## src/rtl/dtcore32_pkg.sv

```systemverilog
package dtcore32_pkg;

  localparam int XLEN       = 32;
  localparam int REG_ADDR_W = 5;
  localparam int OPCODE_W   = 7;
  localparam int FUNCT3_W   = 3;
  localparam int FUNCT7_W   = 7;

  // funct3 of ECALL/EBREAK/xRET inside the SYSTEM opcode
  localparam logic [FUNCT3_W-1:0] FUNCT3_PRIV = 3'b000;

  // forwarding mux select for an EX operand
  typedef enum logic [1:0] {
    FWD_NONE = 2'b00,
    FWD_WB   = 2'b01,
    FWD_MEM  = 2'b10
  } fwd_sel_e;

  // RV32I major opcodes the decoder knows about
  typedef enum logic [OPCODE_W-1:0] {
    OP     = 7'b0110011,
    OP_IMM = 7'b0010011,
    LOAD   = 7'b0000011,
    STORE  = 7'b0100011,
    BRANCH = 7'b1100011,
    JAL    = 7'b1101111,
    JALR   = 7'b1100111,
    LUI    = 7'b0110111,
    AUIPC  = 7'b0010111,
    SYSTEM = 7'b1110011
  } opcode_e;

  typedef struct packed {
    logic [FUNCT7_W-1:0]   funct7;
    logic [REG_ADDR_W-1:0] rs2;
    logic [REG_ADDR_W-1:0] rs1;
    logic [FUNCT3_W-1:0]   funct3;
    logic [REG_ADDR_W-1:0] rd;
    opcode_e               opcode;
  } r_fmt_t;

  typedef struct packed {
    logic [6:0]            imm_hi;
    logic [REG_ADDR_W-1:0] rs2;
    logic [REG_ADDR_W-1:0] rs1;
    logic [FUNCT3_W-1:0]   funct3;
    logic [4:0]            imm_lo;
    opcode_e               opcode;
  } s_fmt_t;

  // same 32-bit word, seen as R-type or as S-type
  typedef union packed {
    r_fmt_t r_fmt;
    s_fmt_t s_fmt;
  } instr_u;

  typedef struct packed {
    logic                  valid;
    logic [REG_ADDR_W-1:0] src1;
    logic [REG_ADDR_W-1:0] src2;
    logic [REG_ADDR_W-1:0] dest;
    logic                  reg_wr_en;
    logic                  dmem_read;
    logic                  trap_valid;
  } stage_meta_t;

  localparam stage_meta_t META_BUBBLE = '0;

  typedef struct packed {
    fwd_sel_e fwd_a;
    fwd_sel_e fwd_b;
    logic     if_stall;
    logic     id_stall;
    logic     ex_stall;
    logic     mem_stall;
    logic     id_flush;
    logic     ex_flush;
  } hazard_ctrl_t;

endpackage

```

## src/rtl/dtcore32_decode_fields.sv

```systemverilog
`timescale 1ns/1ps

module dtcore32_decode_fields
  import dtcore32_pkg::*;
(
  input  instr_u      instr_i,
  input  logic        valid_i,
  output stage_meta_t meta_o
);

  logic                  reads_rs1;
  logic                  reads_rs2;
  logic                  writes_rd;
  logic                  trap;
  logic [REG_ADDR_W-1:0] rs1;
  logic [REG_ADDR_W-1:0] rs2;
  logic [REG_ADDR_W-1:0] rd;

  // register usage per major opcode
  always_comb
  begin
    reads_rs1 = 1'b0;
    reads_rs2 = 1'b0;
    writes_rd = 1'b0;
    trap      = 1'b0;
    case (instr_i.r_fmt.opcode)
      OP:
      begin
        reads_rs1 = 1'b1;
        reads_rs2 = 1'b1;
        writes_rd = 1'b1;
      end
      OP_IMM, LOAD, JALR:
      begin
        reads_rs1 = 1'b1;
        writes_rd = 1'b1;
      end
      STORE, BRANCH:
      begin
        reads_rs1 = 1'b1;
        reads_rs2 = 1'b1;
      end
      JAL, LUI, AUIPC:
        writes_rd = 1'b1;
      SYSTEM:
      begin
        if (instr_i.r_fmt.funct3 == FUNCT3_PRIV)
          trap = 1'b1;
        else
        begin
          // CSR ops, the immediate forms carry a zimm in the rs1 slot
          reads_rs1 = ~instr_i.r_fmt.funct3[2];
          writes_rd = 1'b1;
        end
      end
      default:
        trap = 1'b1;
    endcase
  end

  // sources sit at the same bits in every layout, rd only in R
  assign rs1 = instr_i.s_fmt.rs1;
  assign rs2 = instr_i.s_fmt.rs2;
  assign rd  = instr_i.r_fmt.rd;

  always_comb
  begin
    meta_o = META_BUBBLE;
    if (valid_i)
    begin
      meta_o.valid      = 1'b1;
      meta_o.src1       = reads_rs1 ? rs1 : '0;
      meta_o.src2       = reads_rs2 ? rs2 : '0;
      meta_o.dest       = writes_rd ? rd : '0;
      meta_o.reg_wr_en  = writes_rd && (rd != '0);
      meta_o.dmem_read  = (instr_i.r_fmt.opcode == LOAD);
      meta_o.trap_valid = trap;
    end
  end

endmodule

```

## src/rtl/dtcore32_hazard_unit.sv

```systemverilog
`timescale 1ns/1ps

module dtcore32_hazard_unit
  import dtcore32_pkg::*;
(
  input  logic         clk_i,
  input  logic         rst_i,
  input  stage_meta_t  id_meta_i,
  input  stage_meta_t  ex_meta_i,
  input  stage_meta_t  mem_meta_i,
  input  stage_meta_t  wb_meta_i,
  input  logic         pc_src_i,
  output hazard_ctrl_t ctrl_o
);

  logic dmem_stall_q;
  logic load_use;
  logic pc_src;
  logic later_trap;

  // MEM result is younger than WB, so it wins when both write the source
  function automatic fwd_sel_e fwd_select(input logic [REG_ADDR_W-1:0] src,
                                          input stage_meta_t mem_meta,
                                          input stage_meta_t wb_meta);
    fwd_sel_e sel;
    sel = FWD_NONE;
    if (src != '0)
    begin
      if (mem_meta.reg_wr_en && (mem_meta.dest == src))
        sel = FWD_MEM;
      else if (wb_meta.reg_wr_en && (wb_meta.dest == src))
        sel = FWD_WB;
    end
    return sel;
  endfunction

  // one cycle of freeze for the data memory read, then let go
  always_ff @(posedge clk_i)
  begin
    if (rst_i)
      dmem_stall_q <= 1'b0;
    else if (dmem_stall_q)
      dmem_stall_q <= 1'b0;
    else
      dmem_stall_q <= ex_meta_i.dmem_read;
  end

  // load in EX whose result the instruction in ID still needs
  assign load_use = ex_meta_i.dmem_read
                    && (ex_meta_i.dest != '0)
                    && ((id_meta_i.src1 == ex_meta_i.dest)
                        || (id_meta_i.src2 == ex_meta_i.dest));

  // branch outcome only counts for a real instruction in EX
  assign pc_src = pc_src_i && ex_meta_i.valid;

  assign later_trap = mem_meta_i.trap_valid || wb_meta_i.trap_valid;

  always_comb
  begin
    ctrl_o.fwd_a     = fwd_select(ex_meta_i.src1, mem_meta_i, wb_meta_i);
    ctrl_o.fwd_b     = fwd_select(ex_meta_i.src2, mem_meta_i, wb_meta_i);
    ctrl_o.if_stall  = load_use || dmem_stall_q;
    ctrl_o.id_stall  = load_use || dmem_stall_q;
    ctrl_o.ex_stall  = dmem_stall_q;
    ctrl_o.mem_stall = dmem_stall_q;
    // a trap still in EX must not kill itself, so it only clears ID
    ctrl_o.id_flush  = pc_src || ex_meta_i.trap_valid || later_trap;
    ctrl_o.ex_flush  = pc_src || later_trap;
  end

  // the stall keeps the load in MEM while its read completes
  a_dmem_stall_holds_load : assert property (
    @(posedge clk_i) disable iff (rst_i)
    dmem_stall_q |-> mem_meta_i.dmem_read
  );

  // a bubble in MEM never feeds an operand
  a_fwd_mem_valid : assert property (
    @(posedge clk_i) disable iff (rst_i)
    ((ctrl_o.fwd_a == FWD_MEM) || (ctrl_o.fwd_b == FWD_MEM)) |-> mem_meta_i.valid
  );

endmodule

```

## src/rtl/dtcore32_stage_regs.sv

```systemverilog
`timescale 1ns/1ps

module dtcore32_stage_regs
  import dtcore32_pkg::*;
(
  input  logic         clk_i,
  input  logic         rst_i,
  input  instr_u       instr_i,
  input  logic         instr_valid_i,
  input  hazard_ctrl_t ctrl_i,
  input  stage_meta_t  id_meta_i,
  output instr_u       id_instr_o,
  output logic         id_valid_o,
  output stage_meta_t  ex_meta_o,
  output stage_meta_t  mem_meta_o,
  output stage_meta_t  wb_meta_o
);

  instr_u      id_instr_q;
  logic        id_valid_q;
  stage_meta_t ex_meta_q;
  stage_meta_t mem_meta_q;
  stage_meta_t wb_meta_q;

  // IF/ID word, only meaningful while id_valid_q is set
  always_ff @(posedge clk_i)
  begin
    if (!ctrl_i.id_stall)
      id_instr_q <= instr_i;
  end

  // flush beats the load-use hold
  always_ff @(posedge clk_i)
  begin
    if (rst_i)
      id_valid_q <= 1'b0;
    else if (ctrl_i.id_flush)
      id_valid_q <= 1'b0;
    else if (!ctrl_i.id_stall)
      id_valid_q <= instr_valid_i;
  end

  // ID/EX
  always_ff @(posedge clk_i)
  begin
    if (rst_i)
      ex_meta_q <= META_BUBBLE;
    else if (ctrl_i.ex_flush)
      ex_meta_q <= META_BUBBLE;
    else if (!ctrl_i.ex_stall)
    begin
      // ID held for load-use, so EX gets a bubble
      if (ctrl_i.id_stall)
        ex_meta_q <= META_BUBBLE;
      else
        ex_meta_q <= id_meta_i;
    end
  end

  // EX/MEM
  always_ff @(posedge clk_i)
  begin
    if (rst_i)
      mem_meta_q <= META_BUBBLE;
    else if (!ctrl_i.mem_stall)
    begin
      if (ctrl_i.ex_stall)
        mem_meta_q <= META_BUBBLE;
      else
        mem_meta_q <= ex_meta_q;
    end
  end

  // MEM/WB, nothing holds here
  always_ff @(posedge clk_i)
  begin
    if (rst_i)
      wb_meta_q <= META_BUBBLE;
    else if (ctrl_i.mem_stall)
      wb_meta_q <= META_BUBBLE;
    else
      wb_meta_q <= mem_meta_q;
  end

  assign id_instr_o = id_instr_q;
  assign id_valid_o = id_valid_q;
  assign ex_meta_o  = ex_meta_q;
  assign mem_meta_o = mem_meta_q;
  assign wb_meta_o  = wb_meta_q;

  // empty stages carry no stale fields into the hazard compares
  a_ex_bubble_clean : assert property (
    @(posedge clk_i) disable iff (rst_i)
    !ex_meta_q.valid |-> (ex_meta_q == META_BUBBLE)
  );

  a_mem_bubble_clean : assert property (
    @(posedge clk_i) disable iff (rst_i)
    !mem_meta_q.valid |-> (mem_meta_q == META_BUBBLE)
  );

  a_wb_bubble_clean : assert property (
    @(posedge clk_i) disable iff (rst_i)
    !wb_meta_q.valid |-> (wb_meta_q == META_BUBBLE)
  );

endmodule

```

## src/rtl/dtcore32_pipe_ctrl_top.sv

```systemverilog
`timescale 1ns/1ps

module dtcore32_pipe_ctrl_top
  import dtcore32_pkg::*;
(
  input  logic            clk_i,
  input  logic            rst_i,
  input  logic [XLEN-1:0] instr_i,
  input  logic            instr_valid_i,
  input  logic            branch_taken_i,
  output hazard_ctrl_t    hazard_o,
  output stage_meta_t     wb_meta_o
);

  instr_u      id_instr;
  logic        id_valid;
  stage_meta_t id_meta;
  stage_meta_t ex_meta;
  stage_meta_t mem_meta;

  dtcore32_stage_regs stage_regs_inst (
    .clk_i         (clk_i),
    .rst_i         (rst_i),
    .instr_i       (instr_i),
    .instr_valid_i (instr_valid_i),
    .ctrl_i        (hazard_o),
    .id_meta_i     (id_meta),
    .id_instr_o    (id_instr),
    .id_valid_o    (id_valid),
    .ex_meta_o     (ex_meta),
    .mem_meta_o    (mem_meta),
    .wb_meta_o     (wb_meta_o)
  );

  // decode sits between IF/ID and ID/EX
  dtcore32_decode_fields decode_fields_inst (
    .instr_i (id_instr),
    .valid_i (id_valid),
    .meta_o  (id_meta)
  );

  // branch_taken_i is qualified with the EX valid bit inside
  dtcore32_hazard_unit hazard_unit_inst (
    .clk_i      (clk_i),
    .rst_i      (rst_i),
    .id_meta_i  (id_meta),
    .ex_meta_i  (ex_meta),
    .mem_meta_i (mem_meta),
    .wb_meta_i  (wb_meta_o),
    .pc_src_i   (branch_taken_i),
    .ctrl_o     (hazard_o)
  );

endmodule

```

## config.mk

```make
export PLATFORM = sky130hd
export DESIGN_NAME = dtcore32_pipe_ctrl_top
export DESIGN_NICKNAME = d
export VERILOG_FILES = /design/src/rtl/dtcore32_pkg.sv /design/src/rtl/dtcore32_decode_fields.sv /design/src/rtl/dtcore32_hazard_unit.sv /design/src/rtl/dtcore32_stage_regs.sv /design/src/rtl/dtcore32_pipe_ctrl_top.sv
export SDC_FILE = /design/constraint.sdc
export NUM_CORES = 1
export LEC_CHECK = 0
export BUFFER_PORTS_ARGS = -buffer_cell sky130_fd_sc_hd__buf_2
export CORE_UTILIZATION = 50
export DETAILED_ROUTE_END_ITERATION = 10
export PLACE_DENSITY_LB_ADDON = 0.2
export SLEW_MARGIN = 20
export SYNTH_ARGS = -nofsm -noshare
export SYNTH_HDL_FRONTEND = slang
export SYNTH_SLANG_ARGS = --single-unit
```

## constraint.sdc

```tcl
create_clock -name clk_i -period 3.3 [get_ports clk_i]
set_clock_uncertainty 0.15 [all_clocks]
set_input_delay 0.495 -clock clk_i [delete_from_list [all_inputs] [get_ports clk_i]]
set_output_delay 0.495 -clock clk_i [all_outputs]
set_load 0.02 [all_outputs]
```

======== Word level (Yosys, flattened, before mapping) ========
Cells that the tools add are included.
storage, ports and cells
  flip-flop bits (word level) ............. 84
  bits of input ports ..................... 36
cells by class
  reduce and logical (&&, ||, !) cells .... 26
  mux-type cells .......................... 18
  equal/unequal tests ..................... 16
  bitwise logic cells ..................... 1
operator list
  kind                                                  number
  2-to-1 mux 19 bit                                     2
  equality test 5 bit                                   6
  equality test 7 bit (second input constant)           4
  equality test 7 x 6 -> 1 bit (second input constant)  3
  nonzero test 5 bit                                    4
  2-to-1 mux 5 bit                                      3
  equality test 7 x 5 -> 1 bit (second input constant)  2
  OR reduction 9 bit                                    1
  logical AND 1 bit                                     8
  2-to-1 mux 2 bit                                      4
  equality test 7 x 2 -> 1 bit (second input constant)  1
  OR reduction 7 bit                                    1
  logical OR 1 bit                                      6
  2-to-1 mux 1 bit                                      6
  one-hot mux 1 bit (2 select lines)                    3
  OR reduction 2 bit                                    3
  OR reduction 6 bit                                    1
  zero test 3 bit                                       1
  OR reduction 3 bit                                    1
  NOT 1 bit                                             1

======== Logic depth before layout (Yosys ltp) ========
  depth after elaboration ................. 10
  mapped depth ............................ 8
  depth with buffers taken out ............ 7

======== Modules after synthesis ========
A second synthesis with hierarchy kept.
second synthesis, totals
  cell total of the unflattened synthesis .. 347
  area, all modules ....................... 3764.9 um2
modules (own cells, without submodules)
  module                  area each (um2)  times used  cells an instance
  dtcore32_stage_regs     3026.7           1           245
  dtcore32_hazard_unit    462.9            1           62
  dtcore32_decode_fields  275.3            1           40

======== Least setup slack after synthesis ========
OpenSTA, ideal clock, no wires.
  path type ............................... flip-flop to output port
  start point ............................. reg stage_regs_inst.id_instr_q (netlist bit stage_regs_inst.id_instr_o[2])
  end point ............................... out hazard_o[5] (netlist name)
  stages on the path, launching flop included .. 8
  arrival time ............................ 1.918 ns
  data required time ...................... 2.655 ns
  path buffers ............................ 1
  path slack .............................. 0.737 ns
  cells stage by stage .................... edfxtp_1 and4bb_4 o2111ai_4 and4_4 o221a_2 nor3_4 inv_2 buf_4
RTL lines
  what                      line                          text
  start: declaration        dtcore32_stage_regs.sv:19     instr_u id_instr_q;
  start signal: assignment  dtcore32_stage_regs.sv:29     id_instr_q <= instr_i;
  end: declaration          dtcore32_pipe_ctrl_top.sv:11  output hazard_ctrl_t hazard_o,

==> metrics.cfg <==
[critical_path]
cp.arrival_ns=2.28
cp-start-kind=flop
crit_path_max_fanout=9
cp-end-kind=output pin
crit_required_ns=2.65
critPathKind=reg -> out

[power]
p_per_area_nw_per_um2=469.4
ir_worst_vdd_uv=284.7
p_leak_nw=1.627
p_total_mw=1.845

[global_route]
antenna_found_initial=0
overflow=0
grt_pass1_vias=2119
grt_max_degree=39
grt_pass1_wl_mm=10.09
track_usage=0.1836

[cells_and_area]
final_layout_size_suffix_gt1_frac=0.2424
layout_commonest_cell=dfxtp_1
mostFrequentLayoutCells=dfxtp_1, buf_2, nor2_1
antenna_cells=0
multiInputGateArea_um2=1390
register_area_um2=1932
design_area_um2=3930
n_fill_cell=547
syn2layout_area_growth_pct=14.72
fin_nets=394

[floorplanning]
die_w_um=84.78
core-area_um2=6495
fp.dieH_um=84.78
die_area_um2=7187
start_util=0.5275
ios=65
fp-row-count=29

[synth]
synth_nets=341
ys_types=54
syn-cell-area_um2=3426
ys_seq_elements=84
synth_warnings=0
ys_seq_area_frac=0.5639
syn_inst=305
avgSynthCellArea_um2=11.23

[drt]
drt_wl_total_mm=6.072
drc=5
vias=2327
dr.pass1.iters=7
via_per_inst=5.289
postRouteAntennaNets=0
drt_iter0_drc=102
wl_per_cell_um=13.80

[place]
hpwl_mm=4.321
postPlaceCellArea_um2=3734
gp_congestion=0.7943
numPortBuffers=57
pre_cts_ws_ns=0.7429

[sta]
period_minus_slack_ns=2.924
max_freq_ghz=0.3420
relSlewSlack=0.3906
rsz0062_at_grt=false
report.final.setup_viol=0
worst_pin_slew_ns=0.9107
tns_ns=0
fin_crit_sh=0.8862
layout_setup_ws_ns=0.3757
finalHoldViolations=0
drv_slew=0

[clock_tree]
h-tree-depth=3
cts_sinks=84
tritoncts=done
clock_latency_ns=0.34
postCtsHoldBufs=0
cts.clk_slew.worst_paths_ns=0.08
cts_buffer_depth=2
cts_buffers=9
postCtsSetupBuffers=0
cts-resized-gates=0
root_buffer=clkbuf_8

[status]
failed_checks=DRC
status=finished with violations

[hold_path]
worstHoldPathType=in -> reg

[run]
maxCapViolations=0

[worst max-delay path: stages, from the launching register on]
cell      delay, ns
edfxtp_1       0.45
and4bb_4       0.41
nand4_1        0.12
xnor2_1        0.16
nor4_2         0.40
nor3_4         0.08
inv_2          0.13
buf_2          0.19
[cells in the mapped netlist (all sizes together)]
cell type  count  area (um2)
inv            4       15.01
a21oi          2       10.01
a221o          1       10.01
and2          21       131.4
nor4b          1       8.760
a211o          2       17.52
o21bai         1       7.510
and4           1       11.26
nand2b         1       6.260
a32o          12       120.1
and3           4       27.52
nand3          8       40.04
dfxtp         59        1181
nand4          3       18.77
and2b          1       7.510
xnor2         10       87.58
or4            2       16.27
nor2b          1       6.260
nand3b         4       30.03
o2111ai        3       43.80
a221oi         1       8.760
nor3           7       46.30
o311a          1       11.26
and4bb         1       16.27
or2            2       12.51
o31ai          1       7.510
mux2i         20       200.2
o221a          1       11.26
and3b          1       8.760
edfxtp        25       750.7
nor4           5       37.53
o21ai          8       40.04
a22oi          2       15.01
nand2         17       63.81
buf           10       61.31
o22ai          2       12.51
nor2          32       120.1
a21boi         3       22.52
a31oi          1       6.260
xor2          15       131.4
clkbuf         7       27.52
o221ai         1       8.760
nand4b         1       8.760
[path summary, 6_finish.rpt]
| check | to | slack [ns] | start | cells after the start |
|---|---|---|---|---|
| hold reg to reg | stage_regs_inst.wb_meta_o[13] | 0.31 | stage_regs_inst.mem_meta_o[13] | 1 |
| hold / removal | stage_regs_inst.id_instr_o[8] | 0.17 | instr_i[8] | 1 |
| setup reg to reg | stage_regs_inst.id_instr_o[13] | 0.72 | stage_regs_inst.id_instr_o[2] | 6 |
| setup / recovery | hazard_o[4] | 0.38 | stage_regs_inst.id_instr_o[2] | 7 |
[cell families (layout without fill, tap and decap cells)]
group,after synthesis,count (layout),share of synthesized area
flip-flops,84,84,0.5639
AO/OA/AOI/OAI,42,42,0.1030
buffers and inverters,21,79,0.03031
XOR/XNOR,25,25,0.06392
AND/OR/NAND/NOR,113,113,0.1804
multiplexers,20,20,0.05844
[report_power, final]
group          internal (mW)  total, mW  switching [mW]
clock network          0.339      0.688           0.349
logic                 0.0265     0.0548          0.0283
registers               1.08       1.10          0.0207
[area by class of cell]
cell class,count,area share
clock buffer,12,0.04202
clock inverter,4,0.007959
inverter,4,0.003820
multi-input combinational,200,0.3537
sequential,84,0.4916
tap,77,0.02451
timing repair buffer,59,0.07641
[stage by stage]
stage	std cells	hold slack (ns)	util
after global placement	424	0.2871	0.5748
after global routing	440	0.1461	0.6051
after floorplan	305	0.2795	-
after CTS	440	0.1560	0.6051
after detailed placement	424	0.2937	0.5748
final	440	0.1694	0.6051
[layer usage]
metal / wire length, um / vias up / track usage
li1: - / 1204 / -
met1: 2925 / 1061 / 0.2391
met3: 218 / 5 / 0.04031
met4: 69 / 0 / 0.08937
met5: 0 / - / 0
met2: 2859 / 57 / 0.2912
[state kept, by name, indices dropped and copies added (netlist names)]
signal	cells
stage_regs_inst.id_instr_o	25
stage_regs_inst.mem_meta_o	19
stage_regs_inst.ex_meta_o	19
stage_regs_inst.wb_meta_o	19
stage_regs_inst.id_valid_o	1
hazard_unit_inst.dmem_stall_q	1
Note: power is estimated with default switching activity, not from simulation.
